===== config.mk =====
export PLATFORM = sky130hd
export DESIGN_NAME = cart_loader_top
export DESIGN_NICKNAME = d
export VERILOG_FILES = /design/src/cart_pkg.sv /design/src/cheat_pkg.sv /design/src/cart_address_map.sv /design/src/cart_loader_top.sv /design/src/cheat_code_assembler.sv /design/src/download_decoder.sv /design/src/rom_write_sequencer.sv
export SDC_FILE = /design/constraint.sdc
export NUM_CORES = 1
export LEC_CHECK = 0
export ABC_AREA = 1
export ABC_CLOCK_PERIOD_IN_PS = 3100
export BUFFER_PORTS_ARGS = -buffer_cell sky130_fd_sc_hd__buf_2
export CORE_MARGIN = 3
export CORE_UTILIZATION = 56
export CTS_CLUSTER_SIZE = 14
export DETAILED_ROUTE_END_ITERATION = 8
export PLACE_DENSITY = 0.87
export RECOVER_POWER = 25
export SLEW_MARGIN = 10
export SYNTH_ARGS = -nofsm -noshare
export SYNTH_HDL_FRONTEND = slang
export SYNTH_SLANG_ARGS = --single-unit

===== constraint.sdc =====
create_clock -name clk_sys -period 3.1 [get_ports clk_sys]
set_clock_uncertainty 0.1 [all_clocks]
set_input_delay 0.62 -clock clk_sys [delete_from_list [all_inputs] [get_ports clk_sys]]
set_output_delay 0.62 -clock clk_sys [all_outputs]
set_load 0.02 [all_outputs]

===== src/cart_pkg.sv =====
package cart_pkg;

	// ============================================================
	// Address and data widths
	// ============================================================

	// Host download address, byte granular
	localparam int download_addr_w = 25;

	// Console ROM address and memory read address
	localparam int rom_addr_w = 22;

	localparam int rom_waddr_w = 24; // Memory write address
	localparam int byte_w      = 8;

	// ============================================================
	// Download index codes
	// ============================================================

	localparam int index_w = 8;

	// Cheat file slot
	localparam logic [index_w-1:0] code_index = '1;

	// Low index bits select the cartridge type
	localparam int gg_index_w = 5;
	localparam logic [gg_index_w-1:0] gg_index = 5'd2; // Game Gear cartridge

	// Copier header found on some dumps
	localparam int header_size = 512;

endpackage


===== src/cheat_pkg.sv =====
package cheat_pkg;

	// ============================================================
	// Cheat record layout
	// ============================================================

	localparam int cheat_bytes  = 16; // Bytes per record
	localparam int cheat_addr_w = $clog2(cheat_bytes);

	typedef logic [31:0] cheat_field_t;

	// Most significant field first
	typedef struct packed {
		cheat_field_t flags;
		cheat_field_t address;
		cheat_field_t compare;
		cheat_field_t replace;
	} cheat_fields_t;

	// Filled a byte at a time, read back as fields
	typedef union packed {
		cheat_fields_t fields;
		logic [cheat_bytes-1:0][7:0] lanes;
	} cheat_code_t;

endpackage


===== src/cart_address_map.sv =====
`timescale 1ns/1ns

module cart_address_map (
	input  logic                                 clk_sys,
	input  logic                                 reset,
	input  logic                                 cart_wr,
	input  logic                                 cart_end,
	input  logic [cart_pkg::download_addr_w-1:0] wr_addr,
	input  logic [cart_pkg::rom_addr_w-1:0]      cpu_rom_addr,
	output logic [cart_pkg::rom_addr_w-1:0]      mem_raddr
);
	import cart_pkg::*;

	localparam int hdr_bit = $clog2(header_size); // Address bit 9
	localparam logic [rom_addr_w-1:0] hdr_offset = rom_addr_w'(header_size);
	localparam logic [download_addr_w-1:0] hdr_first = download_addr_w'(header_size);

	logic [rom_addr_w-1:0] wr_rom_addr;
	logic [rom_addr_w-1:0] plain_mask;
	logic [rom_addr_w-1:0] header_mask;
	logic [rom_addr_w-1:0] mapped_addr;
	logic                  header_flag;

	assign wr_rom_addr = wr_addr[rom_addr_w-1:0];

	// ============================================================
	// Size masks, learned while the cartridge streams in
	// ============================================================
	always_ff @(posedge clk_sys) begin
		if (reset) begin
			plain_mask  <= '0;
			header_mask <= '0;
			header_flag <= 1'b0;
		end else begin
			if (cart_wr) begin
				if (wr_addr == '0) begin
					plain_mask <= '0; // First byte restarts
				end else begin
					plain_mask <= plain_mask | wr_rom_addr;
				end
				if (wr_addr == hdr_first) begin
					header_mask <= '0; // First byte past the header
				end else begin
					header_mask <= header_mask | (wr_rom_addr - hdr_offset);
				end
			end
			if (cart_end) begin
				header_flag <= wr_addr[hdr_bit];
			end
		end
	end

	// Skip the copier header when present
	assign mapped_addr = header_flag ? ((cpu_rom_addr + hdr_offset) & header_mask)
	                                 : (cpu_rom_addr & plain_mask);

	always_ff @(posedge clk_sys) begin
		mem_raddr <= mapped_addr;
	end

endmodule


===== src/cart_loader_top.sv =====
`timescale 1ns/1ns

module cart_loader_top (
	input  logic                                 clk_sys,
	input  logic                                 reset,
	input  logic                                 ioctl_download,
	input  logic [cart_pkg::index_w-1:0]         ioctl_index,
	input  logic                                 ioctl_wr,
	input  logic [cart_pkg::download_addr_w-1:0] ioctl_addr,
	input  logic [cart_pkg::byte_w-1:0]          ioctl_dout,
	input  logic                                 rom_we_ack,
	input  logic [cart_pkg::rom_addr_w-1:0]      cpu_rom_addr,
	output logic                                 ioctl_wait,
	output logic                                 rom_we,
	output logic [cart_pkg::rom_waddr_w-1:0]     rom_waddr,
	output logic [cart_pkg::byte_w-1:0]          rom_wdata,
	output logic [cart_pkg::rom_addr_w-1:0]      mem_raddr,
	output logic                                 gg,
	output cheat_pkg::cheat_code_t               cheat_code,
	output logic                                 cheat_valid,
	output logic                                 cheat_clear
);
	import cart_pkg::*;
	import cheat_pkg::*;

	logic                       cart_wr;
	logic                       code_wr;
	logic                       cart_start;
	logic                       cart_end;
	logic                       any_first_wr;
	logic [download_addr_w-1:0] wr_addr;
	logic [byte_w-1:0]          wr_data;

	// ============================================================
	// Host stream decode
	// ============================================================
	download_decoder download_decoder_inst (
		.clk_sys, .reset, .ioctl_download, .ioctl_index, .ioctl_wr,
		.ioctl_addr, .ioctl_dout, .cart_wr, .code_wr, .cart_start,
		.cart_end, .any_first_wr, .wr_addr, .wr_data, .gg
	);

	// Cartridge bytes out to memory
	rom_write_sequencer rom_write_sequencer_inst (
		.clk_sys, .reset, .cart_wr, .cart_start, .wr_data, .rom_we_ack,
		.ioctl_wait, .rom_we, .rom_waddr, .rom_wdata
	);

	cheat_code_assembler cheat_code_assembler_inst (
		.clk_sys, .reset, .code_wr, .any_first_wr,
		.wr_addr     (wr_addr[cheat_addr_w-1:0]),
		.wr_data, .cheat_code, .cheat_valid, .cheat_clear
	);

	// Console read side
	cart_address_map cart_address_map_inst (
		.clk_sys, .reset, .cart_wr, .cart_end, .wr_addr, .cpu_rom_addr, .mem_raddr
	);

endmodule


===== src/cheat_code_assembler.sv =====
`timescale 1ns/1ns

module cheat_code_assembler (
	input  logic                                 clk_sys,
	input  logic                                 reset,
	input  logic                                 code_wr,
	input  logic                                 any_first_wr,
	input  logic [cheat_pkg::cheat_addr_w-1:0]   wr_addr,
	input  logic [7:0]                           wr_data,
	output cheat_pkg::cheat_code_t               cheat_code,
	output logic                                 cheat_valid,
	output logic                                 cheat_clear
);
	import cheat_pkg::*;

	logic [cheat_addr_w-1:0] lane_sel;
	logic                    last_byte;

	// Record byte k lands in field k/4, byte k mod 4 from the bottom
	// Field 0 (flags) sits in the top lanes, so the field bits invert
	assign lane_sel  = {~wr_addr[cheat_addr_w-1 -: 2], wr_addr[1:0]};
	assign last_byte = (wr_addr == cheat_addr_w'(cheat_bytes - 1));

	// ============================================================
	// Record assembly
	// ============================================================
	always_ff @(posedge clk_sys) begin
		if (code_wr) begin
			cheat_code.lanes[lane_sel] <= wr_data;
		end
	end

	always_ff @(posedge clk_sys) begin
		if (reset) begin
			cheat_valid <= 1'b0;
			cheat_clear <= 1'b0;
		end else begin
			cheat_valid <= code_wr & last_byte; // Record complete
			cheat_clear <= any_first_wr;        // New download drops old codes
		end
	end

endmodule


===== src/download_decoder.sv =====
`timescale 1ns/1ns

module download_decoder (
	input  logic                                clk_sys,
	input  logic                                reset,
	input  logic                                ioctl_download,
	input  logic [cart_pkg::index_w-1:0]        ioctl_index,
	input  logic                                ioctl_wr,
	input  logic [cart_pkg::download_addr_w-1:0] ioctl_addr,
	input  logic [cart_pkg::byte_w-1:0]         ioctl_dout,
	output logic                                cart_wr,
	output logic                                code_wr,
	output logic                                cart_start,
	output logic                                cart_end,
	output logic                                any_first_wr,
	output logic [cart_pkg::download_addr_w-1:0] wr_addr,
	output logic [cart_pkg::byte_w-1:0]         wr_data,
	output logic                                gg
);
	import cart_pkg::*;

	logic code_sel;
	logic cart_download;
	logic cart_download_q; // Previous cartridge download level

	assign code_sel      = (ioctl_index == code_index);
	assign cart_download = ioctl_download & ~code_sel;

	// ============================================================
	// Strobes, one cycle behind the host
	// ============================================================
	always_ff @(posedge clk_sys) begin
		if (reset) begin
			cart_download_q <= 1'b0;
			cart_wr         <= 1'b0;
			code_wr         <= 1'b0;
			cart_start      <= 1'b0;
			cart_end        <= 1'b0;
			any_first_wr    <= 1'b0;
			gg              <= 1'b0;
		end else begin
			cart_download_q <= cart_download;
			cart_wr         <= ioctl_wr & cart_download;
			code_wr         <= ioctl_wr & ioctl_download & code_sel;
			cart_start      <= cart_download & ~cart_download_q; // Rising edge
			cart_end        <= ~cart_download & cart_download_q; // Falling edge
			any_first_wr    <= ioctl_wr & ioctl_download & (ioctl_addr == '0);
			if (ioctl_wr & cart_download) begin
				gg <= (ioctl_index[gg_index_w-1:0] == gg_index);
			end
		end
	end

	// Holds the last written byte and address
	always_ff @(posedge clk_sys) begin
		if (ioctl_wr) begin
			wr_addr <= ioctl_addr;
			wr_data <= ioctl_dout;
		end
	end

endmodule


===== src/rom_write_sequencer.sv =====
`timescale 1ns/1ns

module rom_write_sequencer (
	input  logic                            clk_sys,
	input  logic                            reset,
	input  logic                            cart_wr,
	input  logic                            cart_start,
	input  logic [cart_pkg::byte_w-1:0]     wr_data,
	input  logic                            rom_we_ack,
	output logic                            ioctl_wait,
	output logic                            rom_we,
	output logic [cart_pkg::rom_waddr_w-1:0] rom_waddr,
	output logic [cart_pkg::byte_w-1:0]     rom_wdata
);

	logic ack_seen;

	// Memory has caught up with the last toggle
	assign ack_seen = ioctl_wait & (rom_we == rom_we_ack);

	// ============================================================
	// Toggle handshake and host wait
	// ============================================================
	always_ff @(posedge clk_sys) begin
		if (reset) begin
			ioctl_wait <= 1'b0;
			rom_we     <= 1'b0;
		end else if (cart_wr) begin
			ioctl_wait <= 1'b1; // Hold the host off
			rom_we     <= ~rom_we; // New request
		end else if (ack_seen) begin
			ioctl_wait <= 1'b0;
		end
	end

	// Write address advances once per acknowledge
	always_ff @(posedge clk_sys) begin
		if (reset) begin
			rom_waddr <= '0;
		end else if (cart_start) begin
			rom_waddr <= '0;
		end else if (!cart_wr && ack_seen) begin
			rom_waddr <= rom_waddr + 1'b1;
		end
	end

	// Byte stays stable until the next request
	always_ff @(posedge clk_sys) begin
		if (cart_wr) begin
			rom_wdata <= wr_data;
		end
	end

endmodule


[Word-level counts from Yosys, hierarchy flattened]
Index checks and enable logic that the tools add are counted.
Storage, ports and cells
  logic and storage cells: 63
  output and inout port bits: 187
  register bits after elaboration: 271
Cells by class
  reduce and logical (&&, ||, !) cells: 7
  bitwise logic cells: 18
  muxes and demuxes: 8
  $lt $le $gt $ge: 2
  $add $sub $neg: 3
  equal/unequal tests: 5
Operator list (number)
  $bwmux W128: 1
  $mux W22: 3
  $logic_not A25 Y1: 2
  $and A22 B22 Y22: 2
  $or A22 B22 Y22: 2
  $demux W8 S4: 1
  $eq A25 B10 Y1 const B: 1
  $add A24 B1 Y24 const B: 1
  $add A22 B10 Y22 const B: 1
  $sub A22 B10 Y22 const B: 1
  $and A1 B1 Y1: 9
  $eq A8 B8 Y1 const B: 1
  $mux W8: 1
  $eq A5 B2 Y1 const B: 1
  $lt A4 B5 Y1 const B: 1
  $eq A4 B4 Y1 const B: 1
  $ge A4 B1 Y1 const B: 1
  $not A1 Y1: 4
  $logic_and A1 B1 Y1: 2
  $mux W1: 2
  $not A2 Y2: 1
  $reduce_bool A2 Y1: 1
  $reduce_or A2 Y1: 1
  $eq A1 B1 Y1: 1
  $logic_not A1 Y1: 1

[Longest topological paths before layout]
Gate-level depths: netlist (run 1).
  depth after elaboration: 6
  gate-level depth with buffers: 10
  gate-level depth less buffers: 10

[Cells and area by module]
From an unflattened synthesis (run 1), not the netlist that was laid out.
Unflattened totals
  cells, all modules: 874
  area, all modules: 9962.1 um2
By module, submodules not included
  cheat_code_assembler: sequential area each 3883.7 um2, cells each 161, times used 1, area each 4016.4 um2
  cart_address_map: sequential area each 1341.3 um2, cells each 403, times used 1, area each 2897.8 um2
  rom_write_sequencer: sequential area each 760.7 um2, cells each 220, times used 1, area each 1676.6 um2
  download_decoder: sequential area each 1131.1 um2, cells each 90, times used 1, area each 1371.3 um2

[Worst setup path before layout (run 1)]
OpenSTA, ideal clock, no wires.
  path type: in2reg
  start: in cpu_rom_addr[9] (netlist name)
  end: reg cart_address_map_inst.mem_raddr[15] (netlist name)
  path slack: 1396 ps
  arrival: 1496 ps
  cell stages on the path: 10
  data required time: 2891 ps
  library setup time: 109 ps
  buffers on the path: 0
  cell sequence: ha_1 -> nand2_1 -> inv_1 -> nand3_1 -> nor2_1 -> nand2_1 -> nand2_1 -> nand2_1 -> nand2_1 -> inv_1
Between the ends
  word-level cells in the longest chain between the ends: 3
RTL lines
  from (decl): RTL line cart_loader_top.sv:12  | input logic [cart_pkg::rom_addr_w-1:0] cpu_rom_addr,
  $add A22 B10 Y22: RTL line cart_address_map.sv:54  | assign mapped_addr = header_flag ? ((cpu_rom_addr + hdr_offset) & header_mask)
  $and A22 B22 Y22: RTL line cart_address_map.sv:54
  $mux W22: RTL line cart_address_map.sv:54
  named net cart_address_map_inst.mapped_addr[15]: RTL line cart_address_map.sv:21  | logic [rom_addr_w-1:0] mapped_addr;
  to (signal assigned): RTL line cart_address_map.sv:58  | mem_raddr <= mapped_addr;
  to (decl): RTL line cart_address_map.sv:10  | output logic [cart_pkg::rom_addr_w-1:0] mem_raddr
The timed path passes the listed nets, and every way through them passes these cells.
A chain may end at the register's enable or synchronous reset.

[Worst setup path after layout (run 1)]
  start: in ioctl_wr
  end: reg download_decoder_inst.wr_addr[14] (netlist name) (enable)
RTL lines
  from (decl): RTL line cart_loader_top.sv:8  | input logic ioctl_wr,
  to (signal assigned): RTL line download_decoder.sv:57  | wr_addr <= ioctl_addr;
  to (decl): RTL line download_decoder.sv:16  | output logic [cart_pkg::download_addr_w-1:0] wr_addr,
No word-level cell between the ends.

==> run_results.csv, run 1 <==
group,metric,value,unit
setup_path,crit_type,"input port to register",
timing,hold_violations,0,
yosys,yosysMostFrequentCell,"edfxtp_1",
detailed_routing,drt_first_pass_iters,5,
cts,postCtsSetupBuffers,0,
placement,portBuffers,254,
detailed_routing,wl_per_cell,18.2,um
pwr,p_sw_share,20.5,%
cts,clk_latency,0.52,ns
timing,rsz0062_at_grt,"false",
timing,finalCritPeriodShare,71.9,%
pwr,peakVddDrop,640,uV
floorplanning,core_area,16900,sq um
cts,clk_pin_slew_worst_paths,0.06,ns
cts,postCtsResizedCells,0,
setup_path,r2r_end,"cart_address_map_inst.header_mask[19]",
placement,placed_cell_area,11300,sq um
global_route,grt_usage,25.3,%
detailed_routing,drt_iter0_markers,609,
timing,fmax,0.449,GHz
setup_path,cp_num_cells,2,
setup_path,timing.rr.start,"download_decoder_inst.cart_wr",
yosys,synth_edf_count,169,
status,status,"finished, final reports clean",
yosys,synth_largest_area_cell,"edfxtp_1",
setup_path,crit_end,"download_decoder_inst.wr_addr[14]",
placement,place.gp.congestion,0.889,
finish,post-route-cell-area,12200,sq um
setup_path,cp.arrival,2.25,ns
global_route,grt_max_degree,51,
floorplanning,io_pins,255,
global_route,gr-total-overflow,0,
finish,drive_gt1_share,26.2,%
cts,cts_hold_buf,0,
timing,max_slew.worst_pin.slew,1.18,ns
setup_path,critPathBufInv,2,
setup_path,crit_chain,"clkbuf_1, clkbuf_1",
pwr,internal_power,6.12,mW
yosys,async_flop_share,0,%
setup_path,critPathLaunch,"ioctl_wr",
global_route,grt_pass1_vias,7111,
finish,nets,1196,
floorplanning,dieHeight,138,um
yosys,yosys_warnings,0,
pwr,netSwitchingPower,1.58,mW
yosys,synth_top_area_share,51.7,%
detailed_routing,vias_per_cell,5.37,
cts,cts.sinks,271,
cts,cts_max_level,1,
pwr,clkPwrFrac,44.1,%
finish,syn_to_final_growth,24.2,%
cts,root_buffer,"clkbuf_16",
setup_path,slowest_stage,"clkbuf_1",
floorplanning,start_util,58.2,%
setup_path,worst-path-max-fanout,21,
timing,slew_viol_final,0,
yosys,syn-cell-area,9820,sq um
min_path,hold_class,"input port to register",
pwr,finalPower,7.70,mW
timing,max_slew_margin,21.0,%
floorplanning,num_rows,47,
yosys,synth_top_cells_by_count,"edfxtp_1 (169), nor2_1 (163), nand2_1 (127)",
min_path,holdCritStartpoint,"ioctl_dout[7]",
floorplanning,die_x,138,um
setup_path,crit_family,"buffers and inverters",
pwr,seq_power_share,52.3,%
global_route,antenna_found_initial,0,
finish,diodes,0,
timing,setup_tns,0,ns
timing,setup_viol,0,
yosys,synth_ff_type,"edfxtp_1",
pwr,power_density,631,nW/um^2
detailed_routing,route.detailed.drc,0,
yosys,synth.top_cells.by_area,"edfxtp_1 (52%), dfxtp_1 (21%), nor2_1 (6.2%), nand2_1 (4.9%), inv_1 (2.8%)",
floorplanning,fp.dieArea,19200,sq um
setup_path,r2r_cells,7,
timing,final.min_clock_period,2.23,ns
detailed_routing,finalWirelength,24800,um
placement,dp_hpwl,17500,um
setup_path,reg2reg_slack,1.02,ns
global_route,grt_pass1_wl,38900,um
flow_run,maxCapViolCount,0,
pwr,p_leak,4.99,nW
setup_path,cp_common_cell,"clkbuf_1",
yosys,ys_ff_latch,271,
yosys,synth_cells,855,
detailed_routing,routed-via-count,7336,
setup_path,crit_required,3.12,ns
finish,fin_util,72.3,%
yosys,avgSynthCellArea,11.5,sq um
cts,clockBufferDepth,3,
yosys,syn_nets,926,
pwr,pwr-share-comb,3.6,%
setup_path,start_kind,"input port",
detailed_routing,ant_nets,0,
cts,numCtsBuffers,26,
cts,cts_tree,"built",
yosys,ys_types,35,
setup_path,cp-end-kind,"register",
yosys,ys_seq_area_share,72.4,%
setup_path,cpPeakStageDelay,0.94,ns
==> cells in the final DEF (no fill, tap or decap), types with 6 or more instances in the layout <==
cell type  netlist  routed
nor3_1          14      14
buf_2            4     231
nand2_1        127     127
nor2_1         163     163
nand4_1         15      15
nor4_1           6       6
o21ai_0         28      28
a21oi_1         44      44
edfxtp_1       169     169
clkbuf_16        0      29
nand3_1         50      50
inv_1           74      74
clkbuf_1         8      28
dfxtp_1        102     102
==> worst min-delay path by stage <==
stage	endpoint	slack, ns	depth (start not counted)
after detailed placement	cart_address_map_inst.header_flag	0.31	1
after floorplan	cheat_code_assembler_inst.cheat_clear	0.29	2
final	download_decoder_inst.wr_data[7]	0.18	1
after global placement	cart_address_map_inst.header_flag	0.31	1
after CTS	download_decoder_inst.wr_data[1]	0.16	1
after global routing	download_decoder_inst.wr_data[4]	0.17	1
==> cell families (layout without fill, tap and decap cells) <==
family | Yosys count | count (layout) | share of synthesized area [%]
xor gates and xnor gates | 6 | 6 | 0.535
and+or+nand+nor | 401 | 401 | 18.2
adders and majority gates | 3 | 3 | 0.382
AOI/OAI and AO/OA | 80 | 80 | 4.30
buffers and inverters | 94 | 384 | 4.10
DFF | 271 | 271 | 72.4
==> through the flow <==
step           setup WS [ns]  hold slack [ns]  std cells
2_1_floorplan           1.40            0.288        855
3_3_place_gp            1.06            0.312       1317
3_5_place_dp           0.970            0.314       1317
4_1_cts                 1.02            0.163       1365
5_1_grt                0.769            0.165       1365
6_report               0.871            0.176       1365
==> flip-flops by register name (all words and copies together), names as in the netlist <==
register and count:
rom_write_sequencer_inst.rom_wdata 8, rom_write_sequencer_inst.rom_waddr 24, cheat_code_assembler_inst.cheat_valid 1, rom_write_sequencer_inst.rom_we 1
cheat_code_assembler_inst.cheat_clear 1, download_decoder_inst.wr_addr 25, download_decoder_inst.cart_download_q 1, download_decoder_inst.code_wr 1
cart_address_map_inst.header_flag 1, download_decoder_inst.gg 1, cheat_code_assembler_inst.cheat_code 128, rom_write_sequencer_inst.ioctl_wait 1
download_decoder_inst.cart_end 1, download_decoder_inst.cart_wr 1, download_decoder_inst.any_first_wr 1, download_decoder_inst.wr_data 8
download_decoder_inst.cart_start 1, cart_address_map_inst.plain_mask 22, cart_address_map_inst.mem_raddr 22, cart_address_map_inst.header_mask 22
==> final cells by class <==
type | instances | area [sq um]
inverter | 76 | 285
clock inverter | 10 | 148
multi-input combinational | 490 | 2300
tap | 220 | 275
sequential | 271 | 7120
clock buffer | 38 | 792
fill | 1168 | 4670
timing repair buffer | 260 | 1280
==> worst register-to-register path: stages (launching register included) <==
cell	delay, ns
dfxtp_1	0.32
buf_4	0.50
nand2_1	0.14
inv_1	0.10
nand2_1	0.07
o21ai_2	0.37
buf_4	0.29
nor2_1	0.07
==> power by group through the flow <==
stage | Clock, mW | Combinational, mW | Sequential [mW]
2_1_floorplan | 0 | 0.140 | 4.08
3_3_place_gp | 0 | 0.270 | 4.10
3_5_place_dp | 0 | 0.278 | 4.10
4_1_cts | 3.42 | 0.283 | 4.03
5_1_grt | 3.60 | 0.310 | 4.04
6_report | 3.39 | 0.280 | 4.03
==> metal layers <==
layer | share of wire [%] | global-route usage (%) | wire [um]
met5 | 0 | 0 | 0
met4 | 2.9 | 7.59 | 731
met3 | 8.7 | 4.21 | 2160
met2 | 51 | 44.9 | 12600
met1 | 37 | 32.2 | 9300
No activity file was read; power rests on OpenSTA's default activity.
==> run 2: changes to the inputs <==
--- a/config.mk
+++ b/config.mk
@@ -6,13 +6,13 @@
 export NUM_CORES = 1
 export LEC_CHECK = 0
 export ABC_AREA = 1
-export ABC_CLOCK_PERIOD_IN_PS = 3100
+export ABC_CLOCK_PERIOD_IN_PS = 1800
 export BUFFER_PORTS_ARGS = -buffer_cell sky130_fd_sc_hd__buf_2
 export CORE_MARGIN = 3
-export CORE_UTILIZATION = 56
+export CORE_UTILIZATION = 47
 export CTS_CLUSTER_SIZE = 14
 export DETAILED_ROUTE_END_ITERATION = 8
-export PLACE_DENSITY = 0.87
+export PLACE_DENSITY = 0.78
 export RECOVER_POWER = 25
 export SLEW_MARGIN = 10
 export SYNTH_ARGS = -nofsm -noshare
==> constraint.sdc (replaced) <==
create_clock -name clk_sys -period 1.8 [get_ports clk_sys]
set_clock_uncertainty 0.1 [all_clocks]
set_input_delay 0.36 -clock clk_sys [delete_from_list [all_inputs] [get_ports clk_sys]]
set_output_delay 0.36 -clock clk_sys [all_outputs]
set_load 0.02 [all_outputs]
==> run_results.csv, run 2 (synthesized netlist as in run 1, its figures left out) <==
group,metric,value,unit
timing,setup_viol,0,
timing,slew_viol_final,0,
pwr,peakVddDrop,663,uV
timing,hold_violations,0,
cts,cts.sinks,271,
min_path,holdCritStartpoint,"cpu_rom_addr[17]",
detailed_routing,route.detailed.drc,0,
placement,dp_worst_setup_slack,0.0696,ns
global_route,grt_max_degree,26,
setup_path,crit_required,2.12,ns
cts,cts_tree,"built",
cts,clk_pin_slew_worst_paths,0.06,ns
cts,clk_latency,0.54,ns
global_route,grt_pass1_vias,7163,
min_path,hold_class,"input port to register",
global_route,grt_pass1_wl,38300,um
floorplanning,die_x,151,um
timing,max_slew.worst_pin.slew,1.15,ns
placement,place.gp.congestion,0.841,
detailed_routing,drt_first_pass_iters,5,
placement,dp_hpwl,17200,um
setup_path,timing.rr.start,"download_decoder_inst.wr_addr[18]",
global_route,grt_usage,21.6,%
timing,finalCritPeriodShare,94.0,%
timing,final.min_clock_period,1.69,ns
finish,largest_reg_flops,128,
detailed_routing,finalWirelength,25100,um
global_route,antenna_found_initial,1,
setup_path,start_kind,"register",
floorplanning,core_area,20400,sq um
global_route,gr-total-overflow,0,
placement,placed_cell_area,11600,sq um
detailed_routing,drt_iter0_markers,462,
cts,numCtsBuffers,27,
finish,final_common_cell,"buf_2",
pwr,power_density,1030,nW/um^2
setup_path,cpPeakStageDelay,0.46,ns
detailed_routing,ant_nets,0,
finish,post-route-cell-area,13000,sq um
setup_path,crit_type,"register to register",
setup_path,cp-end-kind,"register",
finish,syn_to_final_growth,32.7,%
timing,setup_tns,0,ns
finish,drive_gt1_share,26.9,%
setup_path,slowest_stage,"edfxtp_1",
cts,root_buffer,"clkbuf_16",
placement,portBuffers,254,
floorplanning,dieHeight,151,um
setup_path,crit_chain,"nor2_2, nand3_1, nor3_2, nand2_1, o21ai_2, buf_12, nor2_1",
timing,rsz0062_at_grt,"false",
timing,max_slew_margin,23.6,%
setup_path,critPathLaunch,"download_decoder_inst.wr_addr[18]",
finish,final_cells,1504,
setup_path,cp.arrival,2.01,ns
timing,fmax,0.591,GHz
flow_run,maxCapViolCount,0,
floorplanning,start_util,48.2,%
finish,nets,1283,
cts,clockBufferDepth,3,
detailed_routing,routed-via-count,7471,
detailed_routing,vias_per_cell,4.97,
cts,cts_max_level,1,
pwr,p_leak,5.35,nW
placement,dp.cells,1402,
finish,fillers,1554,
finish,layout_common_cells,"buf_2 (226), edfxtp_1 (169), nor2_1 (161)",
timing,worst_slack,0.108,ns
setup_path,worst-path-max-fanout,18,
status,status,"finished, final reports clean",
floorplanning,fp.dieArea,22700,sq um
floorplanning,num_rows,52,
pwr,finalPower,13.4,mW
detailed_routing,wl_per_cell,16.7,um
floorplanning,io_pins,255,
## run 2: what timing repair did
item,CTS,global route
buffers inserted,0,4
resized for setup,0,6
endpoints found under the hold margin,49,0
setup endpoints to repair,0,46
hold buffers,47,0
## run 2: critical path: cells and delay by family, from the launching register on
kind                   cells  cell delay (ns)
buffers and inverters      1             0.18
DFF                        1             0.46
and+or+nand+nor            5             0.62
AOI/OAI and AO/OA          1             0.21
## run 2: final cells by class
type                            count  area [sq um]  area share, %
Antenna cell                        1          2.50         0.0192
Clock buffer                       37           743           5.70
Clock inverter                     13           208           1.59
Inverter                           76           285           2.19
Multi-Input combinational cell    490          2320           17.8
Sequential cell                   271          7120           54.6
Tap cell                          270           338           2.59
Timing Repair Buffer              346          2030           15.6
## run 2: per-layer routing
metal  track usage [%]  routed length, um  up-vias
li1                  -                  -     3610
met1              27.1               9770     3472
met2              38.3              12700      339
met3              3.22               1940       50
met4              7.16                702        0
met5                 0                  0        -
## run 2: final timing paths
path | end | slack (ns) | depth (start not counted)
worst max-delay path | cart_address_map_inst.header_mask[13] | 0.11 | 7
worst min register to register | download_decoder_inst.cart_start | 0.33 | 1
worst min-delay path | cart_address_map_inst.mem_raddr[17] | 0.04 | 3
worst max register to register | cart_address_map_inst.header_mask[13] | 0.11 | 7
## run 2: through the flow
step / util [%] / hold WS [ns]
5_1_grt: 64.0 / 0.0300
6_report: 64.0 / 0.0393
4_1_cts: 64.1 / 0.0105
3_3_place_gp: 57.1 / 0.314
2_1_floorplan: - / 0.288
3_5_place_dp: 57.1 / 0.325
## run 2: report_power, final
group,switching (mW),internal (mW),leakage [nW]
combinational,0.402,0.254,2.51
clock,2.28,3.62,0.465
sequential,0.118,6.76,2.37
